===== src/mem_engine_consts.svh =====
`ifndef MEM_ENGINE_CONSTS_SVH
`define MEM_ENGINE_CONSTS_SVH

// word address and data word widths
`define MEM_ADDR_W 16
`define MEM_DATA_W 16

// RAM size in words over the full 16-bit address decode
`define MEM_DEPTH 65536

// client command codes
// code 3 is illegal
`define MEM_CMD_IDLE  2'd0
`define MEM_CMD_WRITE 2'd1
`define MEM_CMD_READ  2'd2

`endif

===== src/mem_engine_pkg.sv =====
`include "mem_engine_consts.svh"

package mem_engine_pkg;

  // widths with a meaning of their own
  typedef logic [`MEM_ADDR_W-1:0] addr_t;
  typedef logic [`MEM_DATA_W-1:0] word_t;
  typedef logic [1:0]             cmd_t;

  // client request, start and end are inclusive
  typedef struct packed {
    cmd_t  cmd;
    addr_t start_addr;
    addr_t end_addr;
  } mem_task_t;

  // single-port RAM request
  typedef struct packed {
    logic  we;
    addr_t addr;
    word_t wdata;
  } ram_req_t;

  // range counter control
  typedef struct packed {
    logic  load;
    logic  step;
    addr_t start;
  } range_ctl_t;

  // task controller states
  typedef enum logic [2:0] {
    IDLE,
    WRITE,
    READ,
    DRAIN,
    DONE
  } task_state_e;

endpackage


===== src/range_counter.sv =====
`timescale 1ns/1ps

module range_counter (
  input  logic                       clk_i,
  input  logic                       arst_n_i,
  input  mem_engine_pkg::range_ctl_t ctl_i,
  input  mem_engine_pkg::addr_t      end_addr_i,
  output mem_engine_pkg::addr_t      count_o,
  output logic                       last_o
);

  import mem_engine_pkg::*;

  // current address of the walk
  addr_t count_q;
  // end address captured at load
  addr_t end_q;

  always_ff @(posedge clk_i or negedge arst_n_i)
  begin
    if (!arst_n_i)
    begin
      count_q <= '0;
      end_q   <= '0;
    end
    else if (ctl_i.load)
    begin
      // load wins over step
      count_q <= ctl_i.start;
      end_q   <= end_addr_i;
    end
    else if (ctl_i.step && (count_q != end_q))
    begin
      // ascending only, saturates at the end address
      count_q <= count_q + addr_t'(1);
    end
  end

  assign count_o = count_q;

  // last word of the range
  assign last_o = (count_q == end_q);

  // controller must stop stepping once the end is reached
  a_no_step_at_last: assert property (
    @(posedge clk_i) disable iff (!arst_n_i)
    (ctl_i.step && !ctl_i.load) |-> !last_o
  ) else $error("range_counter stepped while last_o was high");

endmodule


===== config.mk =====
export PLATFORM = sky130hd
export DESIGN_NAME = range_counter
export DESIGN_NICKNAME = d
export VERILOG_FILES = /design/src/mem_engine_pkg.sv /design/src/range_counter.sv
export VERILOG_INCLUDE_DIRS = /design/src /design/src/src
export SDC_FILE = /design/constraint.sdc
export NUM_CORES = 1
export LEC_CHECK = 0
export BUFFER_PORTS_ARGS = -buffer_cell sky130_fd_sc_hd__clkbuf_2
export CAP_MARGIN = 30
export CORE_ASPECT_RATIO = 2
export CORE_MARGIN = 4
export CORE_UTILIZATION = 55
export DETAILED_ROUTE_END_ITERATION = 8
export MAX_ROUTING_LAYER = met4
export PLACE_DENSITY = 0.84
export SYNTH_ARGS = -nofsm -noshare
export SYNTH_HDL_FRONTEND = slang
export SYNTH_SLANG_ARGS = --single-unit

===== constraint.sdc =====
create_clock -name clk_i -period 4.3 [get_ports clk_i]
set_input_delay 0.86 -clock clk_i [delete_from_list [all_inputs] [get_ports clk_i]]
set_output_delay 0.86 -clock clk_i [all_outputs]
set_load 0.02 [all_outputs]

# Yosys cells after proc, flatten, opt, wreduce, memory -nomap -nowiden
# Cells that the tools add are included.
[classes]
add_sub_neg = 1
eq_ne = 2
n_mux = 2
reduce_logical = 2
[ops]
columns = ["op", "n"]
rows = [
  ["$mux W16", 2],
  ["$add A16 B1 Y16 const B", 1],
  ["$eq A16 B16 Y1", 1],
  ["$ne A16 B16 Y1", 1],
  ["$reduce_bool A2 Y1", 1],
  ["$logic_and A1 B1 Y1", 1],
]
[word_totals]
register_bits = 32
input_bits = 36
out_inout_bits = 17
elab_cells = 9

# Logic depth before layout (Yosys ltp)
# Gate-level depths: netlist of the first run.
[logic_depth]
depth_word = 4
ltp_mapped = 7

# Worst setup path before layout of the first run
# Ideal clock, no wire load.
[synth_timing]
path_type = "register to output"
start = "register count_q[5], in the netlist count_o[5]"
end = "output port last_o"
t_arrival_ns = 1.546
required_ns = 3.440
setup_slack_ns = 1.894
path_stages_with_launch = 6
path_buffers = 2
path_cell_list = "dfrtp_1 > xnor2_1 > nand4_1 > nor4_1 > buf_6 > buf_6"
[synth_between]
elab_chain_len = 1
[synth_lines]
columns = ["item", "line_no", "text"]
rows = [
  ["start: declaration", "range_counter.sv:15", "addr_t count_q;"],
  ["start signal: assignment", "range_counter.sv:29", "count_q <= ctl_i.start;"],
  ["start signal: assignment", "range_counter.sv:35", "count_q <= count_q + addr_t'(1);"],
  ["$eq A16 B16 Y1", "range_counter.sv:42", "assign last_o = (count_q == end_q);"],
  ["end: declaration", "range_counter.sv:9", "output logic last_o"],
]
# Every way passes these cells.

# Final worst setup path of the first run
[layout_timing]
start = "register count_q[10], in the netlist count_o[10]"
end = "output port last_o"
# Same word-level chain as after synthesis.

==> reports/qor.tcl, run 1 <==
set qor(run_status) {finished clean}
set qor(synth_top_family_by_area) {simple AND/OR/NAND/NOR gates}
set qor(hold_viol_final) 0
set qor(finalMaxSlewViolations) 0
set qor(drc_errors) 0
set qor(critical_path.endpoint) {last_o}
set qor(layout.cells.most_common) {sky130_fd_sc_hd__clkbuf_2}
set qor(synthesis.nets) 207
set qor(vias_in_the_first_global_route) 1495
set qor(cts_inserted_buffers) 5
set qor(syn_inst_count) 170
set qor(vias) 1536
set qor(synthesis.yosys.warnings) 0
set qor(synth_area_um2) 1777
set qor(synth_area_leaders) {sky130_fd_sc_hd__dfrtp_1 (45%), sky130_fd_sc_hd__mux2_2 (10%), sky130_fd_sc_hd__xnor2_1 (7.9%), sky130_fd_sc_hd__nand4_1 (3.2%), sky130_fd_sc_hd__a31oi_1 (2.8%)}
set qor(fill_cell_instance_count_of_the_final_layout) 273
set qor(syn2layout_area_growth_pct) 19.79
set qor(achievable-frequency_mhz) 297.4
set qor(maxCapViolCount) 0
set qor(clock-sinks) 32
set qor(top_ff_cell_synth) {sky130_fd_sc_hd__dfrtp_1}
set qor(worst_setup_path_start_kind) {register}
set qor(finalInstanceArea_um2) 2128
set qor(place_hpwl_um) 3164
set qor(chipWidth_um) 48.19
set qor(grt_max_degree) 35
set qor(crit-reg2reg-launch) {count_o[10]$_DFFE_PN0P_}
set qor(dr_iter_0_viols) 27
set qor(synthSimpleGateAreaFrac) 0.2014
set qor(global_route.overflow_total) 0
set qor(vias_per_cell) 6.095
set qor(number_of_synthesized_register_bits) 32
set qor(die_footprint_um2) 4259
set qor(worstMarginPinSlew_ns) 0.8957
set qor(initial_utilization) 0.5628
set qor(finalHoldWorstSlack_ns) 0.5301
set qor(cts_resized) 0
set qor(synth_top_area_cell) {sky130_fd_sc_hd__dfrtp_1}
set qor(r2r_setup_slack_ns) 1.85
set qor(final_period_minus_worst_setup_slack_ns) 3.363
set qor(grt_use_total) 0.2242
set qor(post_route_cells_drive_above_1_share) 0.3801
set qor(root_buffer) {sky130_fd_sc_hd__clkbuf_8}
set qor(routabilityCongestion) 0.8447
set qor(cts_tree) {done}
set qor(grt_first_pass_wirelength_um) 6603
set qor(relSlewSlack) 0.3979
set qor(cts-root-to-sink-buffers) 2
set qor(worst_ir_drop_vdd_uv) 270.9
set qor(worst_skew_pair.late_latency_ns) 0.28
set qor(layout_common_cells) {sky130_fd_sc_hd__clkbuf_2 (52), sky130_fd_sc_hd__dfrtp_1 (32), sky130_fd_sc_hd__xnor2_1 (16), sky130_fd_sc_hd__mux2_2 (16)}
set qor(lkg_pwr_nw) 0.9432
set qor(timing.critical_path.required_ns) 3.44
set qor(worst_setup_hold_path_clk_slew_ns) 0.07
set qor(final.setup_skew_ns) 0.006753
set qor(design.final.nets) 257
set qor(critical_setup_path_class) {register to output port}
set qor(drt.antenna.violating_nets) 0
set qor(worst-r2r-cell-count) 6
set qor(fp.coreArea_um2) 3157
set qor(post-route-period-util) 0.7821
set qor(synth_sequential_area_ratio) 0.4507
set qor(setup-violations-final) 0
set qor(top_level_ports) 53
set qor(cts_setup_buffers) 0
set qor(area_after_dpl_um2) 2036
set qor(drt-total-wl_um) 4165
set qor(adder_and_majority_cell_fraction_of_the_synthesized_area) 0.007042
set qor(worstHoldPathType) {register to register}
set qor(detail_route.first_pass.iterations) 4
set qor(async_reset_ff_frac) 1.000
set qor(port_buffers) 52
set qor(synth.distinct_cells) 36
set qor(multiplexer_area_fraction_after_synthesis) 0.1183
set qor(syn_area_per_cell_um2) 10.45
set qor(holdBufCountCts) 0
set qor(critical_path.endpoint_type) {output port}
set qor(synth_compound_gate_area_share) 0.1063
set qor(placementRows) 29
set qor(synth-xor-area-share) 0.08380
set qor(n_antenna_cell) 0
set qor(timing.critical_path.arrival_ns) 2.50
set qor(final.setup.tns_ns) 0
set qor(worst_setup_path_startpoint) {count_o[10]$_DFFE_PN0P_}
set qor(post_drt_wl_per_cell_um) 16.53
set qor(die_h_um) 88.38
set qor(antenna_violations_before_repair) 0
set qor(regToRegEndpoint) {count_o[12]$_DFFE_PN0P_}
set qor(synth_largest_type_area_fraction) 0.4507
set qor(critPathMaxFanout) 12
set qor(grt_setup_unrepaired) {no}
set qor(h_tree_depth) 2
set qor(synth_edf_count) 0
set qor(power_per_cell_area_nw_per_um2) 363.3
[cell families (layout without fill, tap and decap cells)]
family,after synthesis,in the layout
AND/OR/NAND/NOR,64,64
adder cells (fa/ha/maj),1,1
multiplexers,19,19
XOR/XNOR,17,17
buffers and inverters,11,62
AO/OA/AOI/OAI,26,26
flip-flops,32,32
[metal layers]
metal,track usage,vias to the layer above,routed length (um)
li1,-,731,-
met1,0.2516,740,1547
met2,0.3595,55,2264
met3,0.05295,10,248
met4,0.1005,0,104
met5,-,-,0
[power breakdown]
group	total, mW	internal [mW]	switching, mW
Sequential	0.374	0.332	0.0413
Clock	0.238	0.128	0.110
Combinational	0.162	0.0768	0.0852
Total	0.773	0.537	0.236
[critical path, stage by stage, from the launching register on]
cell and delay, ns:
sky130_fd_sc_hd__dfrtp_1 0.45, sky130_fd_sc_hd__xnor2_1 0.25, sky130_fd_sc_hd__nand4_1 0.22, sky130_fd_sc_hd__nor4_2 0.85, sky130_fd_sc_hd__buf_4 0.28, sky130_fd_sc_hd__clkbuf_2 0.17
[state kept, by name (all words and copies together) (netlist names)]
signal,cells
count_o,16
end_q,16
[cell usage after synthesis (3+ instances only)]
| cell type | count |
|---|---|
| sky130_fd_sc_hd__o211ai_1 | 3 |
| sky130_fd_sc_hd__dfrtp_1 | 32 |
| sky130_fd_sc_hd__or3_1 | 4 |
| sky130_fd_sc_hd__nand3_1 | 10 |
| sky130_fd_sc_hd__o21ai_0 | 7 |
| sky130_fd_sc_hd__nand4_1 | 9 |
| sky130_fd_sc_hd__or4_1 | 4 |
| sky130_fd_sc_hd__nor2_1 | 10 |
| sky130_fd_sc_hd__nor2b_1 | 3 |
| sky130_fd_sc_hd__and3_1 | 3 |
| sky130_fd_sc_hd__clkbuf_1 | 7 |
| sky130_fd_sc_hd__xnor2_1 | 16 |
| sky130_fd_sc_hd__and2_1 | 3 |
| sky130_fd_sc_hd__mux2i_1 | 3 |
| sky130_fd_sc_hd__a31oi_1 | 8 |
| sky130_fd_sc_hd__nand2_1 | 8 |
| sky130_fd_sc_hd__mux2_2 | 16 |
[layout make-up]
cell class,count,area [um2],area share
flip-flops and latches,32,800.8,0.3762
multi-input cells,127,924.6,0.4345
clock buffers,6,82.58,0.03880
repair buffers,53,267.8,0.1258
well taps,31,38.79,0.01822
clock inverters,2,10.01,0.004703
inverters,1,3.754,0.001764
[worst min path at each step]
stage / start / to / slack (ns) / cells after the start
after floorplan: end_q[14]$_DFFE_PN0P_ / end_q[14]$_DFFE_PN0P_ / 0.50 / 1
after global placement: end_q[15]$_DFFE_PN0P_ / end_q[15]$_DFFE_PN0P_ / 0.51 / 1
after detailed placement: end_q[1]$_DFFE_PN0P_ / end_q[1]$_DFFE_PN0P_ / 0.52 / 1
after CTS: end_q[9]$_DFFE_PN0P_ / end_q[9]$_DFFE_PN0P_ / 0.54 / 1
after global routing: end_q[12]$_DFFE_PN0P_ / end_q[12]$_DFFE_PN0P_ / 0.55 / 1
final: end_q[15]$_DFFE_PN0P_ / end_q[15]$_DFFE_PN0P_ / 0.53 / 1
[through the flow]
| stage | power (mW) | worst slack, ns | util | instances |
|---|---|---|---|---|
| detailed placement | 0.5422 | 1.304 | 0.6449 | 244 |
| finish | 0.7732 | 0.9371 | 0.6742 | 252 |
| floorplan | 0.4772 | 1.894 | - | 170 |
| global placement | 0.5378 | 1.310 | 0.6449 | 244 |
| global route | 0.8130 | 0.8326 | 0.6742 | 252 |
| CTS | 0.7811 | 0.9624 | 0.6742 | 252 |
Note: power is estimated with default switching activity, not from simulation.
==> inputs of run 2 (changes only) <==
--- a/config.mk
+++ b/config.mk
@@ -10,10 +10,10 @@
 export CAP_MARGIN = 30
 export CORE_ASPECT_RATIO = 2
 export CORE_MARGIN = 4
-export CORE_UTILIZATION = 55
+export CORE_UTILIZATION = 51
 export DETAILED_ROUTE_END_ITERATION = 8
 export MAX_ROUTING_LAYER = met4
-export PLACE_DENSITY = 0.84
+export PLACE_DENSITY = 0.79
 export SYNTH_ARGS = -nofsm -noshare
 export SYNTH_HDL_FRONTEND = slang
 export SYNTH_SLANG_ARGS = --single-unit
==> constraint.sdc (replaced) <==
create_clock -name clk_i -period 3.45 [get_ports clk_i]
set_input_delay 0.69 -clock clk_i [delete_from_list [all_inputs] [get_ports clk_i]]
set_output_delay 0.69 -clock clk_i [all_outputs]
set_load 0.02 [all_outputs]
==> reports/qor.tcl, run 2 (same netlist as run 1, synthesis figures left out) <==
set qor(syn2layout_area_growth_pct) 20.14 ;# was 19.79%
set qor(clock_power_share) 0.308 ;# was 0.307
set qor(drt.antenna.violating_nets) 0 ;# unchanged
set qor(place_hpwl_um) 3240 ;# was 3164 um
set qor(switching_share) 0.3019 ;# was 0.3058
set qor(grt_use_total) 0.2165 ;# was 0.2242
set qor(finalMaxSlewViolations) 0 ;# unchanged
set qor(sequential_cell_area_um2) 800.8 ;# unchanged
set qor(logic_gate_share_of_total_power) 0.209 ;# about the same
set qor(die_h_um) 91.47 ;# was 88.38 um
set qor(fill_cell_instance_count_of_the_final_layout) 295 ;# was 273
set qor(layout.cells.most_common) {sky130_fd_sc_hd__clkbuf_2} ;# unchanged
set qor(worst_path_largest_cell_delay_ns) 0.50 ;# was 0.85 ns
set qor(run_status) {finished clean} ;# unchanged
set qor(post-route-period-util) 0.7830
set qor(final_period_minus_worst_setup_slack_ns) 2.701
set qor(worstMarginPinSlew_ns) 0.7807 ;# was 0.8957 ns
set qor(vias_in_the_first_global_route) 1584 ;# was 1,495
set qor(setup-violations-final) 0 ;# unchanged
set qor(worst_ir_drop_vdd_uv) 296.4 ;# was 270.9 uV
set qor(global_route.overflow_total) 0 ;# unchanged
set qor(port_buffers) 52 ;# unchanged
set qor(fp.coreArea_um2) 3378 ;# was 3157 um2
set qor(clock-sinks) 32 ;# unchanged
set qor(timing.critical_path.required_ns) 2.76 ;# was 3.44 ns
set qor(worst_setup_hold_path_clk_slew_ns) 0.06 ;# was 0.07 ns
set qor(dr_iter_0_viols) 30 ;# was 27
set qor(cts-root-to-sink-buffers) 2 ;# unchanged
set qor(root_buffer) {sky130_fd_sc_hd__clkbuf_8} ;# unchanged
set qor(worstHoldPathType) {input pin to async pin} ;# was register to register
set qor(h_tree_depth) 2 ;# unchanged
set qor(final.setup_skew_ns) 0.002527 ;# was 0.006753 ns
set qor(worst_skew_pair.late_latency_ns) 0.29 ;# was 0.28 ns
set qor(initial_utilization) 0.5259 ;# was 0.5628
set qor(critical_setup_path_class) {register to output port} ;# unchanged
set qor(holdBufCountCts) 0 ;# unchanged
set qor(totalPowerFinal_mw) 0.9646 ;# was 0.7732 mW
set qor(post_drt_wl_per_cell_um) 16.87 ;# was 16.53 um
set qor(n_antenna_cell) 0 ;# unchanged
set qor(drt-total-wl_um) 4285 ;# was 4165 um
set qor(detail_route.first_pass.iterations) 4 ;# unchanged
set qor(critPathMaxFanout) 18 ;# was 12
set qor(top_level_ports) 53 ;# unchanged
set qor(design.final.nets) 258 ;# was 257
set qor(cts_setup_buffers) 0 ;# unchanged
set qor(power_per_cell_area_nw_per_um2) 451.9 ;# was 363.3 nW/um2
set qor(critical-path-slowest-cell) {sky130_fd_sc_hd__dfrtp_1} ;# was sky130_fd_sc_hd__nor4_2
set qor(cts_resized) 0 ;# unchanged
set qor(final.setup.tns_ns) 0 ;# unchanged
set qor(p_int_mw) 0.6734 ;# was 0.5367 mW
set qor(cts_inserted_buffers) 5 ;# unchanged
set qor(drc_errors) 0 ;# unchanged
set qor(layout_common_cells) {sky130_fd_sc_hd__clkbuf_2 (52), sky130_fd_sc_hd__dfrtp_1 (32), sky130_fd_sc_hd__xnor2_1 (16), sky130_fd_sc_hd__mux2_2 (16)} ;# unchanged
set qor(critical_path.endpoint_type) {output port} ;# unchanged
set qor(cts_tree) {done} ;# unchanged
set qor(grt_max_degree) 33 ;# was 35
set qor(timing.critical_path.arrival_ns) 2.01 ;# was 2.50 ns
set qor(pwr-share-seq) 0.483 ;# about the same
set qor(grt_first_pass_wirelength_um) 7224 ;# was 6603 um
set qor(finalHoldWorstSlack_ns) 0.4708 ;# was 0.5301 ns
set qor(grt_setup_unrepaired) {no} ;# unchanged
set qor(chipWidth_um) 49.74 ;# was 48.19 um
set qor(placementRows) 30 ;# was 29
set qor(maxCapViolCount) 0 ;# unchanged
set qor(routabilityCongestion) 0.8565 ;# was 0.8447
set qor(vias_per_cell) 5.976 ;# was 6.095
set qor(achievable-frequency_mhz) 370.2
set qor(worstPathCellList) {xnor2_1, nand4_1, nor4_2, buf_4, clkbuf_2} ;# unchanged
set qor(multi_input_area_um2) 924.6 ;# unchanged
set qor(lkg_pwr_nw) 0.9425 ;# was 0.9432 nW
set qor(hold_viol_final) 0 ;# unchanged
set qor(antenna_violations_before_repair) 0 ;# unchanged
set qor(vias) 1518 ;# was 1,536
set qor(net_sw_power_mw) 0.2912 ;# was 0.2365 mW
set qor(relSlewSlack) 0.4795 ;# was 0.3979
set qor(die_footprint_um2) 4549 ;# was 4259 um2
set qor(post_route_cells_drive_above_1_share) 0.3739 ;# was 0.3801
set qor(worst_setup_path_start_kind) {register} ;# unchanged
[run 2: cell count changes in the layout (fill, tap and decap cells not counted)]
| cell | previous run | this run |
|---|---|---|
| sky130_fd_sc_hd__buf_4 | 1 | 2 |
| sky130_fd_sc_hd__clkbuf_1 | 0 | 2 |
| sky130_fd_sc_hd__clkinv_2 | 2 | 0 |
[run 2: layer usage]
metal	global-route usage	wire length (um)
met1	0.2308	1590
met2	0.3739	2367
met3	0.04926	229
met4	0.09238	97
met5	-	0
[run 2: final timing paths]
| path | startpoint | endpoint | slack [ns] | depth (start not counted) |
|---|---|---|---|---|
| max in group asynchronous | arst_n_i | end_q[2]$_DFFE_PN0P_ | 2.49 | 1 |
| worst min register to register | end_q[9]$_DFFE_PN0P_ | end_q[9]$_DFFE_PN0P_ | 0.53 | 1 |
| worst max register to register | count_o[8]$_DFFE_PN0P_ | count_o[6]$_DFFE_PN0P_ | 1.32 | 5 |
| min in group clk_i | end_q[9]$_DFFE_PN0P_ | end_q[9]$_DFFE_PN0P_ | 0.53 | 1 |
| worst max-delay path | count_o[8]$_DFFE_PN0P_ | last_o | 0.75 | 5 |
| worst min-delay path | arst_n_i | count_o[11]$_DFFE_PN0P_ | 0.47 | 1 |
[run 2: final cells by class]
type / count / area share
Tap cell: 32 / 0.01876
Clock buffer: 8 / 0.04220
Timing Repair Buffer: 54 / 0.1290
Inverter: 1 / 0.001758
Sequential cell: 32 / 0.3751
Multi-Input combinational cell: 127 / 0.4332
[run 2: power by group through the flow]
| stage | Clock [mW] | Combinational (mW) | Sequential (mW) |
|---|---|---|---|
| 6_report | 0.297 | 0.201 | 0.466 |
| 5_1_grt | 0.327 | 0.223 | 0.473 |
| 4_1_cts | 0.304 | 0.204 | 0.466 |
| 3_5_place_dp | 0 | 0.202 | 0.473 |
| 3_3_place_gp | 0 | 0.201 | 0.471 |
| 2_1_floorplan | 0 | 0.112 | 0.483 |
[run 2: stage by stage]
step	cell area, um2	worst slack [ns]	std cells	utilization
3_5_place_dp	2044	1.075	246	0.6052
5_1_grt	2135	0.5447	254	0.6319
4_1_cts	2135	0.7390	254	0.6319
3_3_place_gp	2044	1.087	246	0.6052
2_1_floorplan	1777	1.214	170	-
6_report	2135	0.7485	254	0.6319
[run 2: critical path, delay by kind of cell (launching register included)]
kind                      cells  cell delay, ns
xor gates and xnor gates      1            0.22
buffers and inverters         2            0.47
DFF                           1            0.50
and+or+nand+nor               2            0.54
