[config.mk]
export PLATFORM = sky130hd
export DESIGN_NAME = mem_task_ctrl
export DESIGN_NICKNAME = d
export VERILOG_FILES = /design/src/mem_engine_pkg.sv /design/src/mem_task_ctrl.sv
export VERILOG_INCLUDE_DIRS = /design/src /design/src/src
export SDC_FILE = /design/constraint.sdc
export NUM_CORES = 1
export LEC_CHECK = 0
export BUFFER_PORTS_ARGS = -buffer_cell sky130_fd_sc_hd__buf_2
export CAP_MARGIN = 10
export CORE_UTILIZATION = 34
export DETAILED_ROUTE_END_ITERATION = 12
export PLACE_DENSITY_LB_ADDON = 0.05
export SLEW_MARGIN = 20
export SYNTH_ARGS = -nofsm -noshare
export SYNTH_HDL_FRONTEND = slang
export SYNTH_SLANG_ARGS = --single-unit
[constraint.sdc]
create_clock -name clk_i -period 2.7 [get_ports clk_i]
set_input_delay 0.81 -clock clk_i [delete_from_list [all_inputs] [get_ports clk_i]]
set_output_delay 0.81 -clock clk_i [all_outputs]
set_load 0.005 [all_outputs]
[src/mem_engine_consts.svh]
`ifndef MEM_ENGINE_CONSTS_SVH
`define MEM_ENGINE_CONSTS_SVH

// word address and data word widths
`define MEM_ADDR_W 16
`define MEM_DATA_W 16

// RAM size in words over the full 16-bit address decode
`define MEM_DEPTH 65536

// client command codes
// code 3 is illegal
`define MEM_CMD_IDLE  2'd0
`define MEM_CMD_WRITE 2'd1
`define MEM_CMD_READ  2'd2

`endif
[src/mem_engine_pkg.sv]
`include "mem_engine_consts.svh"

package mem_engine_pkg;

  // widths with a meaning of their own
  typedef logic [`MEM_ADDR_W-1:0] addr_t;
  typedef logic [`MEM_DATA_W-1:0] word_t;
  typedef logic [1:0]             cmd_t;

  // client request, start and end are inclusive
  typedef struct packed {
    cmd_t  cmd;
    addr_t start_addr;
    addr_t end_addr;
  } mem_task_t;

  // single-port RAM request
  typedef struct packed {
    logic  we;
    addr_t addr;
    word_t wdata;
  } ram_req_t;

  // range counter control
  typedef struct packed {
    logic  load;
    logic  step;
    addr_t start;
  } range_ctl_t;

  // task controller states
  typedef enum logic [2:0] {
    IDLE,
    WRITE,
    READ,
    DRAIN,
    DONE
  } task_state_e;

endpackage

[src/mem_task_ctrl.sv]
`timescale 1ns/1ps

`include "mem_engine_consts.svh"

module mem_task_ctrl (
  input  logic                       clk_i,
  input  logic                       arst_n_i,
  input  mem_engine_pkg::mem_task_t  task_i,
  input  mem_engine_pkg::word_t      data_write_i,
  input  mem_engine_pkg::addr_t      ctr_addr_i,
  input  logic                       ctr_last_i,
  input  mem_engine_pkg::word_t      ram_rdata_i,
  output mem_engine_pkg::range_ctl_t range_ctl_o,
  output mem_engine_pkg::ram_req_t   ram_req_o,
  output logic                       data_write_ready_o,
  output mem_engine_pkg::word_t      data_read_o,
  output logic                       data_read_valid_o,
  output logic                       task_finished_o
);

  import mem_engine_pkg::*;

  task_state_e state_q;
  task_state_e state_d;

  // controller can take a new command
  logic  open_q;
  // legal command strobe accepted this cycle
  logic  accept;
  // active beat states
  logic  in_write;
  logic  in_read;
  // latched command type of the current task
  logic  rd_task_q;
  // RAM output in the next cycle belongs to a read
  logic  rd_pend_q;
  word_t rdata_q;

  assign open_q   = (state_q == IDLE) || (state_q == DONE);
  assign accept   = open_q &&
                    ((task_i.cmd == `MEM_CMD_WRITE) || (task_i.cmd == `MEM_CMD_READ));
  assign in_write = (state_q == WRITE);
  assign in_read  = (state_q == READ);

  always_comb
  begin
    state_d = state_q;
    case (state_q)
      IDLE, DONE:
      begin
        // DONE also takes a command so tasks run back to back
        if (accept)
        begin
          state_d = (task_i.cmd == `MEM_CMD_WRITE) ? WRITE : READ;
        end
        else
        begin
          state_d = IDLE;
        end
      end
      WRITE:
      begin
        if (ctr_last_i)
        begin
          state_d = DONE;
        end
      end
      READ:
      begin
        if (ctr_last_i)
        begin
          state_d = DRAIN;
        end
      end
      // final RAM word still in flight
      DRAIN:   state_d = DONE;
      default: state_d = IDLE;
    endcase
  end

  always_ff @(posedge clk_i or negedge arst_n_i)
  begin
    if (!arst_n_i)
    begin
      state_q           <= IDLE;
      rd_task_q         <= 1'b0;
      rd_pend_q         <= 1'b0;
      data_read_valid_o <= 1'b0;
      task_finished_o   <= 1'b0;
    end
    else
    begin
      state_q <= state_d;
      if (accept)
      begin
        rd_task_q <= (task_i.cmd == `MEM_CMD_READ);
      end
      // address issued now, word comes back next cycle
      rd_pend_q         <= in_read;
      data_read_valid_o <= rd_pend_q;
      // write ends on its last beat, read ends after its last valid word
      task_finished_o   <= (in_write && ctr_last_i) || ((state_q == DONE) && rd_task_q);
    end
  end

  // read data stage aligned with the valid bit
  always_ff @(posedge clk_i)
  begin
    if (rd_pend_q)
    begin
      rdata_q <= ram_rdata_i;
    end
  end

  assign data_read_o = rdata_q;

  // counter loads at the accepting edge and steps until the last address
  assign range_ctl_o.load  = accept;
  assign range_ctl_o.step  = (in_write || in_read) && !ctr_last_i;
  assign range_ctl_o.start = task_i.start_addr;

  // RAM port follows the counter
  assign ram_req_o.we    = in_write;
  assign ram_req_o.addr  = ctr_addr_i;
  assign ram_req_o.wdata = data_write_i;

  assign data_write_ready_o = in_write;

  a_legal_cmd: assert property (
    @(posedge clk_i) disable iff (!arst_n_i)
    open_q |-> (task_i.cmd inside {`MEM_CMD_IDLE, `MEM_CMD_WRITE, `MEM_CMD_READ})
  ) else $error("illegal command code %0d", task_i.cmd);

  a_range_order: assert property (
    @(posedge clk_i) disable iff (!arst_n_i)
    accept |-> (task_i.start_addr <= task_i.end_addr)
  ) else $error("start address above end address");

  // write beats follow an accepted write command and stop at the last address
  a_we_in_write: assert property (
    @(posedge clk_i) disable iff (!arst_n_i)
    ram_req_o.we |->
      ($past(accept && (task_i.cmd == `MEM_CMD_WRITE)) || $past(ram_req_o.we && !ctr_last_i))
  ) else $error("RAM write enable outside a write task");

endmodule

; ---- Yosys cells after proc, flatten, opt, wreduce, memory -nomap -nowiden
; Index checks and enable logic that the tools add are counted.
[op_classes]
bitwise_logic = 0
eq_ne = 8
add_sub_neg = 0
magnitude_cmp = 0
n_reduce_logical = 12
n_mul = 0
n_mux = 5
shifts = 0
n_div = 0
[op_table]
columns = op, n
row1 = one-hot mux 3 bit (4 select lines), 1
row2 = "equality test 3 x 2 -> 1 bit, second input constant", 2
row3 = 2-to-1 mux 3 bit, 2
row4 = logical AND 1 bit, 4
row5 = logical OR 1 bit, 4
row6 = 2-to-1 mux 2 bit, 2
row7 = "!= test 2 bit, second input constant", 2
row8 = "equality test 3 x 1 -> 1 bit, second input constant", 1
row9 = "equality test 3 bit, second input constant", 1
row10 = zero test 3 bit, 1
row11 = "equality test 2 x 1 -> 1 bit, second input constant", 1
row12 = "equality test 2 bit, second input constant", 1
row13 = AND reduction 2 bit, 1
row14 = OR reduction 2 bit, 1
row15 = zero test 1 bit, 1
[totals]
register_bits = 23
ramBits = 0
out_inout_bits = 70
elab_cells = 31
mem_bits_ro = 0
latch_bits = 0
n_memories = 0
input_bits = 85

; ---- Longest topological paths before layout
; Gate-level depths: netlist of the first run.
[depth]
depth_word = 5
depth_mapped = 4
ltp_nobuf = 4

; ---- Worst setup path before layout of the first run
; No wires, ideal clock.
[synth_path]
kind = in2out
startpoint = input port task_i[32] in the netlist's numbering
endpoint = output port range_ctl_o[17] in the netlist's numbering
arrival_ns = 1.463
n_path_buf = 1
stages = 4
setup_slack_ns = 0.427
required_time_ns = 1.890
path_cell_list = inv_1 -> ha_1 -> nor3_2 -> buf_4
[synth_between]
elab_chain_cells = 3
elab_cells_between_ends = 4
cone_classes = 2 x eq/ne / 2 x reduce/logical
[synth_rtl]
columns = element, line_no
row1 = from (decl), mem_task_ctrl.sv:8  ; input mem_engine_pkg::mem_task_t task_i,
row2 = equality test 2 x 1 -> 1 bit (no line) / equality test 2 bit (equally long branches), --
row3 = logical OR 1 bit (*), mem_task_ctrl.sv:41  ; ((task_i.cmd == `MEM_CMD_WRITE) || (task_i.cmd == `MEM_CMD_READ));
row4 = logical AND 1 bit (*), mem_task_ctrl.sv:40  ; assign accept = open_q &&
row5 = to (decl), mem_task_ctrl.sv:13  ; output mem_engine_pkg::range_ctl_t range_ctl_o,
; Every way passes the cells marked *; elsewhere a longest branch is shown, timed or not.

==> flow_summary.ini, run 1 <==
[run_status]
outcome = finished, final reports clean

[setup_path]
critPathMostFrequentCell = buf_2
critical_path_buf_inv_count = 3
crit_type = input pin to output pin
cp_top_family = adder cells
timing.critical_path.from_type = input pin
arrival_ns = 1.62
worstReg2RegStart = state_q[0]$_DFFE_PN0P_
crit_chain = buf_2 > inv_1 > ha_1 > nor3_2 > buf_2
crit_end = range_ctl_o[17]
r2r-end = rd_task_q$_DFFE_PN0P_
required_ns = 1.89
cp_num_cells = 5
r2r_slack_ns = 1.50
cp_max_fo = 2
cp_slowest_cell = ha_1
reg2reg_depth = 2
max_stage_delay_ns = 0.31
end_kind = output pin
crit_start = task_i[32]

[power_and_ir_drop]
cellPowerDensity_nw_per_um2 = 887.7
ir_drop_mv = 0.3120
p_leak_uw = 0.0005034

[synth]
synth.most_common_cell = buf_4
yosysSeqAreaShare = 0.5385
syn_nets = 185
ys_ff_latch = 23
ys.flop_type = edfxtp_1
avgSynthCellArea_sq_um = 12.42
synth_area_leaders = edfxtp_1 (39%), buf_4 (31%), dfrtp_1 (14%)
syn_area_sq_um = 1217
yosysWarnings = 0
yosys-top-cells-count = buf_4 (50), edfxtp_1 (16), dfrtp_1 (7), nor2_1 (4)
async_flop_share = 0.3043
synth.distinct_cells = 19
netlist.area_leader.share = 0.3947
synth_edf_count = 16
synthCells = 98
synth_top_area_cell = edfxtp_1

[finish]
nNetsFinal = 180
finalCoreUtilization = 0.3289
layout-drive-gt1-share = 0.5109
antennaDiodeCount = 0
syn2layout_area_growth_pct = -8.428

[clocking]
clk_pin_slew_worst_paths_ns = 0.12
insertion_delay_ns = 0.30
h-tree-depth = 1
postCtsResizedCells = 0
cts_setup_buffers = 0
tritoncts = built
cts_sinks = 23
clockBufferDepth = 2
postCtsHoldBufs = 0
root_buffer = clkbuf_4
numCtsBuffers = 3

[sta]
timing.fmax_ghz = 0.4113
setup_viol = 0
period_share = 0.9004
hold_violations = 0
worstMarginPinSlew_ns = 0.6636
rsz0062_at_grt = no
fin_setup_tns_ns = 0
min_period_ns = 2.431
clock_skew_ns = 0.001198
slew_headroom = 0.5576
drv_slew = 0

[floorplanning]
std_cell_rows = 21
dieArea_sq_um = 3824
io-pin-count = 155
core_area_sq_um = 3390
fp.dieW_um = 61.84
start_util = 0.3592
dieHeight_um = 61.84

[global_routing]
overflow = 0
grt_start_max_net_pins = 18
grt_antenna_before_repair = 0
grt_pass1_vias = 545
groute.usage.overall = 0.09357
grt_first_pass_wirelength_um = 2532

[placed_design]
place.gp.congestion = 0.6251
dp_hpwl_um = 1300
portBuffers = 42

[detailed_routing]
ant_nets = 0
drc = 0
viasPerCell = 4.471
wl_per_cell_um = 12.63
num_vias = 617
routed_wl_um = 1743
drt-initial-drc-count = 21
firstDrtPassIters = 3

[job]
drv_cap = 0

[worst_hold_path]
hp-class = input pin to async pin
## logic make-up (layout without fill, tap and decap cells)
logic type / Yosys count / count (layout) / synth area share
buffers and inverters: 54 / 48 / 0.3330
flip-flops: 23 / 23 / 0.5385
AND/OR/NAND/NOR: 14 / 14 / 0.07502
AO/OA/AOI/OAI: 3 / 3 / 0.01644
adder cells (fa/ha/maj): 2 / 2 / 0.02055
XOR/XNOR: 1 / 1 / 0.007196
multiplexers: 1 / 1 / 0.009249
## power by group
part | switching [uW] | internal [uW] | total [uW]
logic | 84.7 | 130 | 214
registers | 110 | 512 | 622
clock network | 98.1 | 55.2 | 153
## metal layers
metal | up-vias | wire [um] | global-route usage
li1 | 263 | - | -
met1 | 282 | 675 | 0.09505
met3 | 12 | 245 | 0.04348
met2 | 60 | 758 | 0.1444
met5 | - | 0 | 0
met4 | 0 | 63 | 0.08254
## layout make-up
type | count | area (sq um)
Fill cell | 358 | 2275
Sequential cell | 23 | 655.6
Timing Repair Buffer | 42 | 210.2
Multi-Input combinational cell | 21 | 156.4
Tap cell | 46 | 57.56
Clock buffer | 3 | 22.52
Inverter | 2 | 7.507
Clock inverter | 1 | 5.005
## layout by cell type (no fill, tap or decap)
cell type  netlist  layout
and2b_1          1       1
a221o_1          1       1
dfrtp_1          7       7
nor3_1           1       1
nor3_2           1       1
nand3b_1         2       2
clkbuf_4         0       3
nand2b_1         2       2
edfxtp_1        16      16
nor2_1           4       4
buf_2            0      42
and4bb_1         1       1
or3_1            1       1
mux2_1           1       1
a21oi_1          2       2
nor3b_1          1       1
xnor2_1          1       1
ha_1             2       2
clkinv_2         0       1
inv_1            2       2
## sequential cells by signal, summed over array words and instances, names as in the netlist
register	flops
rd_task_q	1
data_read_o	16
state_q	3
data_read_valid_o	1
rd_pend_q	1
task_finished_o	1
## how the worst min path moves through the flow
stage                             endpoint  depth (start not counted)                  start
detailed placement   rd_task_q$_DFFE_PN0P_                          1  rd_task_q$_DFFE_PN0P_
finish              state_q[0]$_DFFE_PN0P_                          1               arst_n_i
global route        state_q[0]$_DFFE_PN0P_                          1               arst_n_i
floorplan            rd_task_q$_DFFE_PN0P_                          1  rd_task_q$_DFFE_PN0P_
CTS                  rd_task_q$_DFFE_PN0P_                          1               arst_n_i
global placement     rd_task_q$_DFFE_PN0P_                          1  rd_task_q$_DFFE_PN0P_
## per-stage QoR
| step | std cells | instance area [sq um] | hold slack, ns | worst slack, ns | power, uW |
|---|---|---|---|---|---|
| 2_1_floorplan | 98 | 1217 | 0.4583 | 0.4272 | 810.6 |
| 3_3_place_gp | 134 | 1087 | 0.4966 | 0.2594 | 854.0 |
| 3_5_place_dp | 134 | 1087 | 0.4985 | 0.2627 | 854.5 |
| 4_1_cts | 138 | 1115 | 0.3066 | 0.2534 | 1012 |
| 5_1_grt | 138 | 1115 | 0.2927 | 0.2069 | 1085 |
| 6_report | 138 | 1115 | 0.3183 | 0.2688 | 989.7 |
Power figures use the tool's default switching activity.
==> inputs of run 2 (changes only) <==
Settings changed: CELL_PAD_IN_SITES_DETAIL_PLACEMENT from default to 2, CELL_PAD_IN_SITES_GLOBAL_PLACEMENT from default to 2, CORE_UTILIZATION 34 to 17.
==> run 2 against run 1 <==
  * Fmax fell by 0.89%
  * Clock-buffer cell count rose by 1
  * Combinational power rose by 6%
  * Die area rose by 96%
  * Global-route usage fell by 3.4 points
  * Worst hold slack improved by 0.047 ns
  * Critical path depth did not move
  * Sequential power rose by 1%
  * Non-clock buffer count did not move
  * Largest cell class unchanged
  * Largest power group unchanged
==> flow_summary.ini, run 2 (synthesis gave the netlist of run 1 again) <==
[floorplanning]
fp.dieW_um = 86.63
dieHeight_um = 86.63
core_area_sq_um = 6869
start_util = 0.1772
io-pin-count = 155
dieArea_sq_um = 7504
std_cell_rows = 30

[sta]
clock_skew_ns = 0.003051
fin_setup_tns_ns = 0
timing.fmax_ghz = 0.4077
worstMarginPinSlew_ns = 0.7170
period_share = 0.9085
setup_viol = 0
slew_headroom = 0.5220
finalWorstSetupSlack_ns = 0.2471
whs_ns = 0.3651
hold_violations = 0
rsz0062_at_grt = no
min_period_ns = 2.453
drv_slew = 0

[setup_path]
crit_type = input pin to output pin
cp_max_fo = 2
timing.critical_path.from_type = input pin
arrival_ns = 1.64
end_kind = output pin
required_ns = 1.89
reg2reg_depth = 2

[finish]
area.sequential_sq_um = 655.6
syn2layout_area_growth_pct = -1.850
mostFrequentLayoutCell = buf_2
nNetsFinal = 180
final_cell_mix = buf_2 (42), edfxtp_1 (16), dfrtp_1 (7)
multi_input_area_sq_um = 156.4
layout-drive-gt1-share = 0.5000
fillers = 801
finalNonFillerCells = 188
antennaDiodeCount = 0
largest_reg_flops = 16

[clocking]
cts_setup_buffers = 0
postCtsHoldBufs = 0
insertion_delay_ns = 0.26
postCtsResizedCells = 0
clk_pin_slew_worst_paths_ns = 0.08
root_buffer = clkbuf_8
numCtsBuffers = 3
clockBufferDepth = 2
tritoncts = built
cts_sinks = 23
h-tree-depth = 1

[global_routing]
grt_start_max_net_pins = 18
overflow = 0
grt_pass1_vias = 654
groute.usage.overall = 0.05982
grt_first_pass_wirelength_um = 3436
grt_antenna_before_repair = 0

[detailed_routing]
num_vias = 616
drt-initial-drc-count = 17
viasPerCell = 3.277
firstDrtPassIters = 2
ant_nets = 0
drc = 0
wl_per_cell_um = 12.22
routed_wl_um = 2298

[placed_design]
placed_cells = 184
dp_hpwl_um = 1779
portBuffers = 42
place.gp.congestion = 0.5799
dp_slack_ns = 0.2314

[run_status]
outcome = finished, final reports clean

[power_and_ir_drop]
p_leak_uw = 0.0005084
power_uw = 1074
ir_drop_mv = 0.1798
cellPowerDensity_nw_per_um2 = 898.6

[job]
drv_cap = 0

[worst_hold_path]
hp-class = input pin to async pin
[run 2: path summary, 6_finish.rpt]
check                                        from                      to  slack (ns)
min in group clk_i          rd_task_q$_DFFE_PN0P_   rd_task_q$_DFFE_PN0P_        0.51
hold / removal                           arst_n_i   rd_task_q$_DFFE_PN0P_        0.37
hold reg to reg             rd_task_q$_DFFE_PN0P_   rd_task_q$_DFFE_PN0P_        0.51
max in group asynchronous                arst_n_i  state_q[2]$_DFFE_PN0P_        2.17
setup reg to reg           state_q[0]$_DFFE_PN0P_   rd_task_q$_DFFE_PN0P_        1.49
setup / recovery                       task_i[32]         range_ctl_o[17]        0.25
[run 2: power by group]
part,total (uW),internal (uW),switching (uW)
sequential,631,513,118
clock,215,105,110
combinational,227,130,96.9
[run 2: per-stage QoR]
stage	instance area, sq um	util
CTS	1195	0.1740
global route	1195	0.1740
detailed placement	1150	0.1674
floorplan	1217	-
global placement	1150	0.1674
finish	1195	0.1740
[run 2: layer usage]
metal  vias to the layer above  share of wire  track usage
met1                       299           0.46      0.07197
met3                        10          0.098      0.01905
met2                        48           0.42      0.09812
met5                         -              0            0
met4                         0          0.016      0.02576
li1                        259              -            -
[run 2: cell type report]
| type | count | area share |
|---|---|---|
| tap | 96 | 0.1005 |
| multi-input combinational | 21 | 0.1309 |
| inverter | 2 | 0.006283 |
| sequential | 23 | 0.5487 |
| timing repair buffer | 42 | 0.1759 |
| clock buffer | 4 | 0.03770 |
[run 2: critical path: stages]
cell	delay (ns)
buf_2	0.09
inv_1	0.04
ha_1	0.31
nor3_2	0.24
buf_2	0.15
==> inputs of run 3 (changes only) <==
Settings changed: RECOVER_POWER from default to 50.
==> run 3 against run 2 <==
  * Critical path depth unchanged
  * Combinational power is 4% lower
  * Clock-buffer cell count did not move
  * Critical endpoint unchanged
  * Largest power group unchanged
==> flow_summary.ini, run 3 (synthesis gave the netlist of run 1 again) <==
[sta]
period_share = 0.9085
drv_slew = 0
fin_setup_tns_ns = 0
clock_skew_ns = 0.002999
slew_headroom = 0.5220
rsz0062_at_grt = no
worstMarginPinSlew_ns = 0.7170
hold_violations = 0
timing.fmax_ghz = 0.4077
setup_viol = 0
min_period_ns = 2.453

[detailed_routing]
drt-initial-drc-count = 17
num_vias = 616
firstDrtPassIters = 2
routed_wl_um = 2318
ant_nets = 0
drc = 0
viasPerCell = 3.277
wl_per_cell_um = 12.33

[placed_design]
placed_cells = 184
dp_hpwl_um = 1779
portBuffers = 42
place.gp.congestion = 0.5799

[finish]
area.sequential_sq_um = 655.6
finalNonFillerCells = 188
final_cell_mix = buf_2 (30), edfxtp_1 (16), clkbuf_1 (13)
mostFrequentLayoutCell = buf_2
syn2layout_area_growth_pct = -3.083
multi_input_area_sq_um = 156.4
layout-drive-gt1-share = 0.3696
nNetsFinal = 180
largest_reg_flops = 16
fillers = 807
antennaDiodeCount = 0

[power_and_ir_drop]
cellPowerDensity_nw_per_um2 = 903.4
ir_drop_mv = 0.1794
p_leak_uw = 0.0004740

[setup_path]
critPathMostFrequentCell = buf_2
r2r_slack_ns = 1.49
crit_start = task_i[32]
crit_end = range_ctl_o[17]
r2r-end = rd_task_q$_DFFE_PN0P_
required_ns = 1.89
reg2reg_depth = 2
cp_slowest_cell = ha_1
worstReg2RegStart = state_q[0]$_DFFE_PN0P_
arrival_ns = 1.64
crit_chain = buf_2 > inv_1 > ha_1 > nor3_2 > buf_2
cp_max_fo = 2
timing.critical_path.from_type = input pin
crit_type = input pin to output pin
end_kind = output pin
max_stage_delay_ns = 0.31

[worst_hold_path]
hp-class = input pin to async pin

[floorplanning]
dieArea_sq_um = 7504
io-pin-count = 155
std_cell_rows = 30
core_area_sq_um = 6869
start_util = 0.1772
dieHeight_um = 86.63
fp.dieW_um = 86.63

[global_routing]
groute.usage.overall = 0.05982
grt_pass1_vias = 654
grt_antenna_before_repair = 0
overflow = 0
grt_start_max_net_pins = 18
grt_first_pass_wirelength_um = 3436

[clocking]
cts_sinks = 23
insertion_delay_ns = 0.26
postCtsHoldBufs = 0
clk_pin_slew_worst_paths_ns = 0.08
cts_setup_buffers = 0
numCtsBuffers = 3
tritoncts = built
postCtsResizedCells = 0
h-tree-depth = 1
clockBufferDepth = 2
root_buffer = clkbuf_8

[job]
drv_cap = 0

[run_status]
outcome = finished, final reports clean
run 3: critical path, delay by kind of cell:
| family | cells | cell delay (ns) |
|---|---|---|
| adders and majority gates | 1 | 0.31 |
| and+or+nand+nor | 1 | 0.24 |
| buffers and inverters | 3 | 0.28 |
run 3: worst min-delay path by stage:
stage	start	to	slack (ns)	depth (start not counted)
CTS	arst_n_i	rd_task_q$_DFFE_PN0P_	0.36	1
detailed placement	rd_task_q$_DFFE_PN0P_	rd_task_q$_DFFE_PN0P_	0.52	1
global placement	rd_task_q$_DFFE_PN0P_	rd_task_q$_DFFE_PN0P_	0.51	1
global route	arst_n_i	rd_task_q$_DFFE_PN0P_	0.47	1
finish	arst_n_i	rd_task_q$_DFFE_PN0P_	0.43	1
floorplan	rd_task_q$_DFFE_PN0P_	rd_task_q$_DFFE_PN0P_	0.46	1
run 3: metrics by stage:
| step | instance area (sq um) | hold slack, ns | util | worst slack [ns] | power, uW |
|---|---|---|---|---|---|
| 2_1_floorplan | 1217 | 0.4583 | - | 0.4272 | 810.6 |
| 3_3_place_gp | 1150 | 0.5089 | 0.1674 | 0.2351 | 878.2 |
| 6_report | 1180 | 0.4348 | 0.1718 | 0.2470 | 1066 |
| 5_1_grt | 1180 | 0.4660 | 0.1718 | 0.1566 | 1153 |
| 4_1_cts | 1195 | 0.3607 | 0.1740 | 0.2207 | 1108 |
| 3_5_place_dp | 1150 | 0.5190 | 0.1674 | 0.2314 | 879.7 |
run 3: cell type report:
cell class	count	share of cell area
clock buffers	4	0.03818
inverters	2	0.006363
multi-input cells	21	0.1326
flip-flops and latches	23	0.5557
well taps	96	0.1018
repair buffers	42	0.1654
run 3: power by group:
part           switching [uW]  internal, uW  total, uW
Combinational            97.4           121        218
Clock                     110           105        216
Sequential                119           513        632
run 3: routing by layer:
layer / vias up / GRT usage / wire length (um)
met3: 10 / 0.01905 / 224
met1: 299 / 0.07197 / 1080
li1: 259 / - / -
met2: 48 / 0.09812 / 977
met5: - / 0 / 0
met4: 0 / 0.02576 / 36
